[src/common/pinballPkg.sv]
package pinballPkg;

	//////////////////////////////////////////////////////////////////////
	// screen geometry in pixels
	//////////////////////////////////////////////////////////////////////

	localparam int BALL_SIZE = 16;		// square ball edge
	localparam int BALL_INIT_X = 312;	// top-left corner after a level reset
	localparam int BALL_INIT_Y = 60;

	localparam int BORDER_LEFT = 20;
	localparam int BORDER_RIGHT = 620;
	localparam int BORDER_TOP = 20;

	localparam int DRAIN_Y = 460;		// ball top below this is lost

	localparam int FLIPPER_LEFT = 240;
	localparam int FLIPPER_RIGHT = 400;
	localparam int FLIPPER_TOP = 420;	// raised flipper surface

	//////////////////////////////////////////////////////////////////////
	// physics in fixed point
	//////////////////////////////////////////////////////////////////////

	localparam int FIXED_POINT_MULTIPLIER = 64;	// one pixel
	localparam int GRAVITY = 4;			// added to vertical speed each frame
	localparam int FLIPPER_KICK_X = 96;		// 1.5 px per frame sideways
	localparam int FLIPPER_KICK_Y = 640;		// 10 px per frame upward

	// short frames keep the simulation fast
	localparam int FRAME_CYCLES = 64;

	//////////////////////////////////////////////////////////////////////
	// game states
	//////////////////////////////////////////////////////////////////////

	typedef enum logic [1:0] {
		IDLE,		// waiting for start
		PLAY,
		PAUSED,
		DRAIN		// one cycle of level reset
	} gameState;

endpackage
[src/common/collisionIf.sv]
interface collisionIf;

	logic hitTop;		// ball touches the top wall
	logic hitLeft;
	logic hitRight;
	logic hitFlipper;	// only while the flipper is raised
	logic ballLost;		// ball below the drain line

	modport detector (
		output hitTop,
		output hitLeft,
		output hitRight,
		output hitFlipper,
		output ballLost
	);

	modport ball (
		input hitTop,
		input hitLeft,
		input hitRight,
		input hitFlipper
	);

	modport game (input ballLost);

endinterface

[src/source/pinballTop.sv]
module pinballTop (
	input	logic				clk,
	input	logic				resetN,
	input	logic				startKey,
	input	logic				pauseKey,
	input	logic				flipKey,
	output	logic signed	[10:0]		topLeftX,
	output	logic signed	[10:0]		topLeftY,
	output	logic				frameStart
);

	logic pause;
	logic resetLevel;

	collisionIf col ();

	frameTimer frameTimer0 (
		.clk		(clk),
		.resetN		(resetN),
		.pause		(pause),
		.startOfFrame	(frameStart)	// also the display sync output
	);

	gameFsm gameFsm0 (
		.clk		(clk),
		.resetN		(resetN),
		.startKey	(startKey),
		.pauseKey	(pauseKey),
		.col		(col.game),
		.pause		(pause),
		.resetLevel	(resetLevel)
	);

	collisionDetect collisionDetect0 (
		.topLeftX	(topLeftX),
		.topLeftY	(topLeftY),
		.flipKey	(flipKey),
		.col		(col.detector)
	);

	ballController ballController0 (
		.clk		(clk),
		.resetN		(resetN),
		.startOfFrame	(frameStart),
		.pause		(pause),
		.resetLevel	(resetLevel),
		.col		(col.ball),
		.topLeftX	(topLeftX),
		.topLeftY	(topLeftY)
	);

endmodule

[src/ball/ballController.sv]
module ballController (
	input	logic				clk,
	input	logic				resetN,
	input	logic				startOfFrame,
	input	logic				pause,
	input	logic				resetLevel,
	collisionIf.ball			col,
	output	logic signed	[10:0]		topLeftX,
	output	logic signed	[10:0]		topLeftY
);

	int xSpeed;
	int ySpeed;
	int xPos;	// fixed point
	int yPos;

	//////////////////////////////////////////////////////////////////////
	// vertical motion
	//////////////////////////////////////////////////////////////////////

	always_ff @(posedge clk or negedge resetN) begin
		if (!resetN) begin
			ySpeed <= 0;
			yPos <= pinballPkg::BALL_INIT_Y * pinballPkg::FIXED_POINT_MULTIPLIER;
		end
		else if (resetLevel) begin
			ySpeed <= 0;
			yPos <= pinballPkg::BALL_INIT_Y * pinballPkg::FIXED_POINT_MULTIPLIER;
		end
		else if (!pause) begin
			if (startOfFrame) begin
				yPos <= yPos + ySpeed;
				ySpeed <= ySpeed + pinballPkg::GRAVITY;
			end
			else if (col.hitTop && (ySpeed < 0)) begin
				ySpeed <= -ySpeed;	// bounce off the ceiling
			end
			else if (col.hitFlipper && (ySpeed > 0)) begin
				ySpeed <= -pinballPkg::FLIPPER_KICK_Y;
			end
		end
	end

	//////////////////////////////////////////////////////////////////////
	// horizontal motion
	//////////////////////////////////////////////////////////////////////

	always_ff @(posedge clk or negedge resetN) begin
		if (!resetN) begin
			xSpeed <= 0;
			xPos <= pinballPkg::BALL_INIT_X * pinballPkg::FIXED_POINT_MULTIPLIER;
		end
		else if (resetLevel) begin
			xSpeed <= 0;
			xPos <= pinballPkg::BALL_INIT_X * pinballPkg::FIXED_POINT_MULTIPLIER;
		end
		else if (!pause) begin
			if (startOfFrame) begin
				xPos <= xPos + xSpeed;
			end
			else if ((col.hitLeft && (xSpeed < 0)) || (col.hitRight && (xSpeed > 0))) begin
				xSpeed <= -xSpeed;
			end
			else if (col.hitFlipper && (ySpeed > 0)) begin
				// same cycle as the vertical kick
				xSpeed <= xSpeed + pinballPkg::FLIPPER_KICK_X;
			end
		end
	end

	assign topLeftX = 11'(xPos / pinballPkg::FIXED_POINT_MULTIPLIER);
	assign topLeftY = 11'(yPos / pinballPkg::FIXED_POINT_MULTIPLIER);

	//////////////////////////////////////////////////////////////////////
	// checks
	//////////////////////////////////////////////////////////////////////

	frozenWhilePaused: assert property (
		@(posedge clk) disable iff (!resetN)
		(pause && !resetLevel) |=> ($stable(xPos) && $stable(yPos))
	) else $error("ball moved while paused");

endmodule

[src/ball/collisionDetect.sv]
module collisionDetect (
	input	logic signed	[10:0]	topLeftX,
	input	logic signed	[10:0]	topLeftY,
	input	logic			flipKey,
	collisionIf.detector		col
);

	int ballRight;
	int ballBottom;
	logic overFlipper;
	logic onFlipperLine;

	assign ballRight = topLeftX + pinballPkg::BALL_SIZE;
	assign ballBottom = topLeftY + pinballPkg::BALL_SIZE;

	//////////////////////////////////////////////////////////////////////
	// walls and drain
	//////////////////////////////////////////////////////////////////////

	assign col.hitTop = (topLeftY <= pinballPkg::BORDER_TOP);
	assign col.hitLeft = (topLeftX <= pinballPkg::BORDER_LEFT);
	assign col.hitRight = (ballRight >= pinballPkg::BORDER_RIGHT);

	assign col.ballLost = (topLeftY >= pinballPkg::DRAIN_Y);

	//////////////////////////////////////////////////////////////////////
	// flipper
	//////////////////////////////////////////////////////////////////////

	// horizontal overlap with the flipper span
	assign overFlipper = (ballRight >= pinballPkg::FLIPPER_LEFT) &&
			(topLeftX <= pinballPkg::FLIPPER_RIGHT);

	// ball straddles the flipper surface
	assign onFlipperLine = (ballBottom >= pinballPkg::FLIPPER_TOP) &&
			(topLeftY <= pinballPkg::FLIPPER_TOP);

	// released flipper drops below the playfield
	assign col.hitFlipper = flipKey && overFlipper && onFlipperLine;

endmodule

[src/source/gameFsm.sv]
module gameFsm (
	input	logic			clk,
	input	logic			resetN,
	input	logic			startKey,
	input	logic			pauseKey,
	collisionIf.game		col,
	output	logic			pause,
	output	logic			resetLevel
);

	pinballPkg::gameState state;
	pinballPkg::gameState nextState;

	logic startKeyD;
	logic pauseKeyD;
	logic startEdge;
	logic pauseEdge;

	assign startEdge = startKey && !startKeyD;
	assign pauseEdge = pauseKey && !pauseKeyD;

	always_ff @(posedge clk or negedge resetN) begin
		if (!resetN) begin
			state <= pinballPkg::IDLE;
			startKeyD <= 1'b0;
			pauseKeyD <= 1'b0;
		end
		else begin
			state <= nextState;
			startKeyD <= startKey;
			pauseKeyD <= pauseKey;
		end
	end

	always_comb begin
		nextState = state;
		case (state)
			pinballPkg::IDLE:	if (startEdge) nextState = pinballPkg::PLAY;
			pinballPkg::PLAY: begin
				if (col.ballLost) nextState = pinballPkg::DRAIN;	// lost ball wins over pause
				else if (pauseEdge) nextState = pinballPkg::PAUSED;
			end
			pinballPkg::PAUSED:	if (pauseEdge) nextState = pinballPkg::PLAY;
			pinballPkg::DRAIN:	nextState = pinballPkg::IDLE;
			default:		nextState = pinballPkg::IDLE;
		endcase
	end

	assign pause = (state != pinballPkg::PLAY);
	assign resetLevel = (state == pinballPkg::DRAIN);	// DRAIN lasts one cycle

	//////////////////////////////////////////////////////////////////////
	// checks
	//////////////////////////////////////////////////////////////////////

	levelResetPulse: assert property (
		@(posedge clk) disable iff (!resetN)
		resetLevel |-> ($past(state) == pinballPkg::PLAY) ##1 !resetLevel
	) else $error("resetLevel not a single pulse after PLAY");

endmodule

[src/source/frameTimer.sv]
module frameTimer (
	input	logic	clk,
	input	logic	resetN,
	input	logic	pause,
	output	logic	startOfFrame
);

	logic [$clog2(pinballPkg::FRAME_CYCLES)-1:0] cycleCount;
	logic lastCycle;

	assign lastCycle = (int'(cycleCount) == pinballPkg::FRAME_CYCLES - 1);

	// strobe only while running so a frozen count does not repeat it
	assign startOfFrame = lastCycle && !pause;

	always_ff @(posedge clk or negedge resetN) begin
		if (!resetN) begin
			cycleCount <= '0;
		end
		else if (!pause) begin
			if (lastCycle) begin
				cycleCount <= '0;	// wrap at the frame length
			end
			else begin
				cycleCount <= cycleCount + 1'b1;
			end
		end
	end

	//////////////////////////////////////////////////////////////////////
	// checks
	//////////////////////////////////////////////////////////////////////

	frameStrobeSingle: assert property (
		@(posedge clk) disable iff (!resetN)
		startOfFrame |=> !startOfFrame
	) else $error("startOfFrame high for two cycles");

endmodule

[config.mk]
export PLATFORM = sky130hd
export DESIGN_NAME = pinballTop
export DESIGN_NICKNAME = d
export VERILOG_FILES = /design/src/common/pinballPkg.sv /design/src/common/collisionIf.sv /design/src/source/pinballTop.sv /design/src/ball/ballController.sv /design/src/ball/collisionDetect.sv /design/src/source/gameFsm.sv /design/src/source/frameTimer.sv
export SDC_FILE = /design/constraint.sdc
export NUM_CORES = 1
export LEC_CHECK = 0
export ABC_AREA = 1
export BUFFER_PORTS_ARGS = -buffer_cell sky130_fd_sc_hd__buf_2
export CAP_MARGIN = 30
export CELL_PAD_IN_SITES_DETAIL_PLACEMENT = 0
export CELL_PAD_IN_SITES_GLOBAL_PLACEMENT = 1
export CORE_AREA = 2 2 189 191
export CTS_CLUSTER_SIZE = 8
export DETAILED_ROUTE_END_ITERATION = 10
export DIE_AREA = 0 0 191 193
export GPL_ROUTABILITY_DRIVEN = 0
export GPL_TIMING_DRIVEN = 0
export HOLD_SLACK_MARGIN = 0.08
export PLACE_DENSITY_LB_ADDON = 0.1
export SLEW_MARGIN = 10
export SYNTH_ARGS = -nofsm -noshare
export SYNTH_HDL_FRONTEND = slang
export SYNTH_HIERARCHICAL = 1
export SYNTH_SLANG_ARGS = --single-unit
export TNS_END_PERCENT = 30
[constraint.sdc]
create_clock -name clk -period 3.55 [get_ports clk]
set_input_delay 0.355 -clock clk [delete_from_list [all_inputs] [get_ports clk]]
set_output_delay 0.355 -clock clk [all_outputs]
set_load 0.05 [all_outputs]
Yosys cells after proc, flatten, opt, wreduce, memory -nomap -nowiden

Index checks and enable logic that the tools add are counted.

Input bits: 5
Logic and storage cells: 90
Output and inout bits: 23
Bits in registers: 138

Bitwise operators: 2
Reduce and logical (&&, ||, !) cells: 25
Multiplexer cells: 22
Order comparisons: 12
Eq/ne operators: 10
$add $sub $neg: 11

Operators by type and width:

| operator              | count |
|---|---|
| $mux 32               | 16 |
| $add 32x32->32        | 2 |
| $gt 32x1->1 const B   | 2 |
| $lt 32x1->1 const B   | 2 |
| $neg 32->32           | 2 |
| $add 32x4->32 const B | 1 |
| $add 32x8->32 const B | 1 |
| $ge 32x10->1 const B  | 1 |
| $ge 32x11->1 const B  | 1 |
| $ge 32x9->1 const B   | 1 |
| $add 11x6->12 const B | 2 |
| $add 11x1->11         | 2 |
| $le 11x10->1 const B  | 2 |
| $le 11x6->1 const B   | 2 |
| $reduce_or 6->1       | 2 |
| $ge 11x10->1 const B  | 1 |
| $logic_and 1x1->1     | 11 |
| $mux 2                | 4 |
| $ne 2x1->1 const B    | 4 |
| $pmux 2 s4            | 1 |
| $add 6x1->6 const B   | 1 |
| $eq 6x1->1 const B    | 1 |
| $mux 6                | 1 |
| $reduce_and 3->1      | 2 |
| 12 further kinds      | 17 |

Logic depth before layout (Yosys ltp)

Depth in word-level cells: 14
Mapped depth: 25
Gate-level depth less buffers: 25

Cells and area by module

Netlist, hierarchy kept.

Modules (own cells, without submodules):

| module          | seq. area each (µm²) | cells each | area each (µm²) | times used |
|---|---|---|---|---|
| ballController  | 3163.0               | 2161       | 12921.1         | 1 |
| frameTimer      | 150.1                | 41         | 356.6           | 1 |
| collisionDetect | 0.0                  | 66         | 277.8           | 1 |
| gameFsm         | 100.1                | 26         | 196.4           | 1 |

Worst setup path after synthesis

OpenSTA, ideal clock, no wires.

Kind: flip-flop to flip-flop
From: register ballController0/yPos[1] in the netlist's numbering
To: register ballController0/xSpeed[21] in the netlist's numbering
Path slack: -0.106 ns
Data required time: 3.485 ns
Cell stages (with the launch flop): 25
Clock period less this slack: 3.656 ns
Setup time: 0.065 ns
Arrival: 3.591 ns
Buffers on the path: 1
Cells stage by stage: dfrtp_1 > inv_1 > nand4_1 > o31ai_1 > inv_1 > ha_1 > ha_1 > nand3_1 > nor3_1 > nand2_1 > nor2_1 > xor2_1 > nand2_1 > nor2_1 > nand3_1 > nand2_1 > nand2_1 > nor2_2 > inv_1 > nor2_1 > nand3_2 > nand2_4 > buf_2 > nand2_1 > nand2_1

Longest elaborated chain between the ends: 10
Elaborated cells on any way between the ends: 11
Classes of those cells: 2 x add/sub; 2 x order compare; 1 x bitwise; 6 x reduce/logical

RTL lines:

| element                         | line                  | source |
|---|---|---|
| from (decl)                     | ballController.sv:15  | `int yPos;` |
| from (signal assigned)          | ballController.sv:24  | `yPos <= pinballPkg::BALL_INIT_Y * pinballPkg::FIXED_POINT_MULTIPLIER;` |
| from (signal assigned)          | ballController.sv:28  | `yPos <= pinballPkg::BALL_INIT_Y * pinballPkg::FIXED_POINT_MULTIPLIER;` |
| from (signal assigned)          | ballController.sv:32  | `yPos <= yPos + ySpeed;` |
| $reduce_or 6->1 (no line) (*)   | --                    |  |
| $and 1x1->1 (no line) (*)       | --                    |  |
| $add 11x1->11 (no line) (*)     | --                    |  |
| net topLeftY[8]                 | pinballTop.sv:8       | `output logic signed [10:0] topLeftY,` |
| $add 11x6->12                   | collisionDetect.sv:14 | `assign ballBottom = topLeftY + pinballPkg::BALL_SIZE;` |
| $ge 32x10->1                    | collisionDetect.sv:35 | `assign onFlipperLine = (ballBottom >= pinballPkg::FLIPPER_TOP) &&` |
| $logic_and 1x1->1 (*)           | collisionDetect.sv:35 |  |
| $logic_and 1x1->1 (*)           | collisionDetect.sv:39 | `assign col.hitFlipper = flipKey && overFlipper && onFlipperLine;` |
| net col.hitFlipper              | collisionIf.sv:6      | `logic hitFlipper;` |
| $logic_and 1x1->1 (*)           | ballController.sv:64  | `else if (col.hitFlipper && (ySpeed > 0)) begin` |
| $reduce_bool 3->1 (no line) (*) | --                    |  |
| $reduce_and 3->1 (no line) (*)  | --                    |  |
| to (signal assigned)            | ballController.sv:62  | `xSpeed <= -xSpeed;` |
| to (signal assigned)            | ballController.sv:66  | `xSpeed <= xSpeed + pinballPkg::FLIPPER_KICK_X;` |
| to (decl)                       | ballController.sv:12  | `int xSpeed;` |

Mark *: on every way through the listed nets, which the timed path passes. The rest lies on a longest branch.
A chain may end at the register's enable or synchronous reset.

Worst setup path in the final report

From: register ballController0/yPos[1] in the netlist's numbering
To: register ballController0/ySpeed[15] in the netlist's numbering

Elaborated cells on any way between the ends: 17
Classes of those cells: 2 x add/sub; 3 x order compare; 4 x mux; 1 x bitwise; 7 x reduce/logical

RTL lines:

| element                       | line                  | source |
|---|---|---|
| $reduce_or 6->1 (no line) (*) | --                    |  |
| $and 1x1->1 (no line) (*)     | --                    |  |
| $add 11x1->11 (no line) (*)   | --                    |  |
| $le 11x6->1 (*)               | collisionDetect.sv:20 | `assign col.hitTop = (topLeftY <= pinballPkg::BORDER_TOP);` |
| net col.hitTop                | collisionIf.sv:3      | `logic hitTop;` |
| $logic_and 1x1->1 (*)         | ballController.sv:35  | `else if (col.hitTop && (ySpeed < 0)) begin` |
| $mux 32                       | ballController.sv:35  |  |
| $mux 32                       | ballController.sv:31  | `if (startOfFrame) begin` |
| $mux 32                       | ballController.sv:30  | `else if (!pause) begin` |
| $mux 32                       | ballController.sv:26  | `else if (resetLevel) begin` |
| to (signal assigned)          | ballController.sv:33  | `ySpeed <= ySpeed + pinballPkg::GRAVITY;` |
| to (signal assigned)          | ballController.sv:36  | `ySpeed <= -ySpeed;` |
| to (signal assigned)          | ballController.sv:39  | `ySpeed <= -pinballPkg::FLIPPER_KICK_Y;` |
| to (decl)                     | ballController.sv:13  | `int ySpeed;` |

Mark *: on every way through the listed nets, which the timed path passes. The rest lies on a longest branch. The select of a mux whose other input is x is not followed.

==> results.yml <==
timing:
  skew_ps: 14.8
  period_minus_slack_ps: 3420
  tightest_slew_ps: 892
  finalSetupViolCount: 0
  finalMaxSlewViolations: 0
  rsz0062_at_grt: "true"
  fin_setup_tns_ps: 0
  clock.fmax_mhz: 293
  final-hold-violation-count: 0
  slew_headroom: 0.405
  finalCritPeriodShare: 0.962
yosys:
  netlist_area_um2: 13800
  synth_top_cell_area_share: 0.233
  synth_ff_type: "dfrtp_1"
  ys_types: 48
  synth.avg_cell_area_um2: 5.99
  yosys.area.top_type: "dfrtp_1"
  syn_inst: 2294
  synth.area.top_cells: "dfrtp_1 23%, nand2_1 21%, inv_1 7.7%"
  yosys_warnings: 6
  syn_nets: 2372
  ys_async_sr_fraction: 1.00
  ys_ff_latch: 136
  ys_seq_area_frac: 0.248
  synth_edf_count: 0
power:
  power_density_nw_per_um2: 545
  ir_worst_vdd_mv: 0.411
  p_leak_nw: 8.15
detailed_routing:
  viasPerCell: 5.21
  wl_per_cell_um: 17.2
  drt-pass1-iter-count: 5
  final_antenna_net_count: 0
  drc_errors: 0
  finalWirelength_um: 48900
  first_iter_violations: 1003
  vias: 14800
global_route:
  antenna_found_initial: 0
  grt_max_degree: 94
  overflow: 0
  grt_usage: 0.266
  grt_pass1_vias: 13600
  grt_pass1_wl_um: 75100
setup_path:
  rr_startpoint: "ballController0/yPos[1]$_DFFE_PN0P_"
  worst_setup_path_start_kind: "flop"
  crit_arrival_ps: 3730
  reg2reg_slack_ps: 130
  crit_required_ps: 3870
  rr_worst_depth: 20
  path_buf_inv: 5
  cp_cell_sequence: "inv_2, nand4_1, o31ai_4, inv_2, ha_4, nand3_4, nor3_4, nand3_2, nor3_4, xor2_2, buf_4, nor3_2, o211ai_1, nand2_2, nand3_4, inv_4, buf_6, o21ai_0, o21ai_1, o21ai_2"
  crit_family: "simple AND/OR/NAND/NOR gates"
  crit_type: "reg2reg"
  worst_setup_path_end_kind: "flop"
  worstReg2RegEnd: "ballController0/ySpeed[15]$_DFFE_PN0P_"
  critPathMaxStageDelay_ps: 410
  slowest_stage: "dfrtp_1"
  crit_fanout: 10
finish:
  final_cell_mix: "755 x nand2_1, 276 x inv_1, 267 x nor2_1, 203 x nand3_1, 128 x dfrtp_1"
  n_antenna_cell: 0
  area_delta_synth_final_pct: 14.3
  final_cell_area_um2: 15700
  finalNonFillerCells: 2836
  drive_gt1_frac: 0.0952
  fin_util: 0.450
  final_common_cell: "nand2_1"
  nets: 2440
placed_design:
  hpwl_um: 38400
  placedCellCount: 2784
  placed_area_um2: 14600
  port_buffers: 27
run_status:
  status: "complete, no violations"
floorplanning:
  initial_utilization: 0.393
  std_cell_rows: 69
  die_x_um: 191
  core_um2: 35000
  die-area_um2: 36900
  io_pins: 28
  die_h_um: 193
min_path:
  hold_class: "in2async"
clocking:
  cts_sinks: 136
  htree_levels: 4
  cts-root-buf: "clkbuf_16"
  clk_pin_slew_ps: 70
  clk_latency_ps: 450
  numCtsBuffers: 17
  cts_tree: "built"
  cts.path.max_buffers: 2
run:
  drv_cap: 0
-- how the worst max path moves through the flow --
stage | from | end | slack [ps] | depth (start not counted)
after CTS | ballController0/yPos[2]$_DFFE_PN0P_ | ballController0/ySpeed[15]$_DFFE_PN0P_ | 3 | 25
final | ballController0/yPos[1]$_DFFE_PN0P_ | ballController0/ySpeed[15]$_DFFE_PN0P_ | 130 | 20
after detailed placement | ballController0/xPos[1]$_DFFE_PN0P_ | ballController0/xSpeed[21]$_DFFE_PN0P_ | -840 | 19
after global placement | ballController0/xPos[1]$_DFFE_PN0P_ | ballController0/xSpeed[21]$_DFFE_PN0P_ | -850 | 19
after global routing | ballController0/yPos[1]$_DFFE_PN0P_ | ballController0/ySpeed[27]$_DFFE_PN0P_ | -70 | 22
after floorplan | ballController0/yPos[2]$_DFFE_PN0P_ | ballController0/xSpeed[21]$_DFFE_PN0P_ | 10 | 22
-- cell type report --
type                            count  area, um2
Fill cell                        3793      19200
Sequential cell                   136       3410
Inverter                          285       1070
Buffer                             60        394
Multi-Input combinational cell   1813       9350
Timing Repair Buffer               49        373
Clock buffer                       18        429
Tap cell                          461        577
Clock inverter                     14        116
-- Yosys cell counts, types with 2 or more instances --
master and n:
a21oi_1 95, a31oi_1 2, a32o_1 2, a32oi_1 2, and2_1 4, buf_1 4, buf_2 29, buf_6 4
buf_8 3, clkbuf_1 17, clkbuf_2 2, dfrtp_1 128, dfstp_2 8, ha_1 73, inv_1 281, inv_2 3
nand2_1 760, nand2_2 5, nand2_4 4, nand3_1 210, nand3_2 2, nand3b_1 14, nand4_1 40, nor2_1 272
nor2_2 12, nor2_4 5, nor3_1 35, nor4_1 3, o211ai_1 2, o21ai_0 146, o21ai_1 7, o21bai_1 7
o22ai_1 13, o31ai_1 6, or2_2 3, xnor2_1 13, xor2_1 67
-- routing by layer --
layer	routed length [um]	GRT usage	vias to the layer above
met5	0	0	-
met4	715	0.0632	0
met3	2840	0.0409	45
met2	20200	0.394	346
met1	25100	0.402	6841
li1	-	-	7543
-- power by group --
group	switching, mW	internal [mW]
Combinational	2.98	1.38
Sequential	0.591	1.85
Clock	0.840	0.911
Total	4.42	4.15
-- registers in the layout, indices dropped and copies added, names as in the netlist --
name,flops
ballController0/xPos,32
ballController0/yPos,32
ballController0/xSpeed,31
ballController0/ySpeed,31
frameTimer0/cycleCount,6
gameFsm0/state,2
gameFsm0/pauseKeyD,1
gameFsm0/startKeyD,1
-- timing repair --
action,in CTS,in global routing
hold buffers,3,0
setup buffers,1,14
endpoints found under the hold margin,45,0
gates cloned,0,2
endpoints found under the setup margin,60,69
gates resized for setup,31,97
pin swaps,1,20
-- stage by stage --
step | worst slack [ps] | power (mW) | hold slack (ps)
CTS | 3.38 | 8.37 | 395
finish | 135 | 8.56 | 384
global placement | -846 | 6.51 | 466
global route | -73.8 | 9.23 | 417
floorplan | 11.7 | 5.32 | 59.4
detailed placement | -844 | 6.55 | 276
-- kinds of logic after synthesis --
logic type               count (synthesis)  share of synthesized area
buffers and inverters                  345                      0.102
AO/OA/AOI/OAI                          288                      0.111
flip-flops                             136                      0.248
XOR/XNOR                                80                     0.0510
AND/OR/NAND/NOR                       1372                      0.421
adder cells (fa/ha/maj)                 73                     0.0664
(Power assumes the default switching activity.)
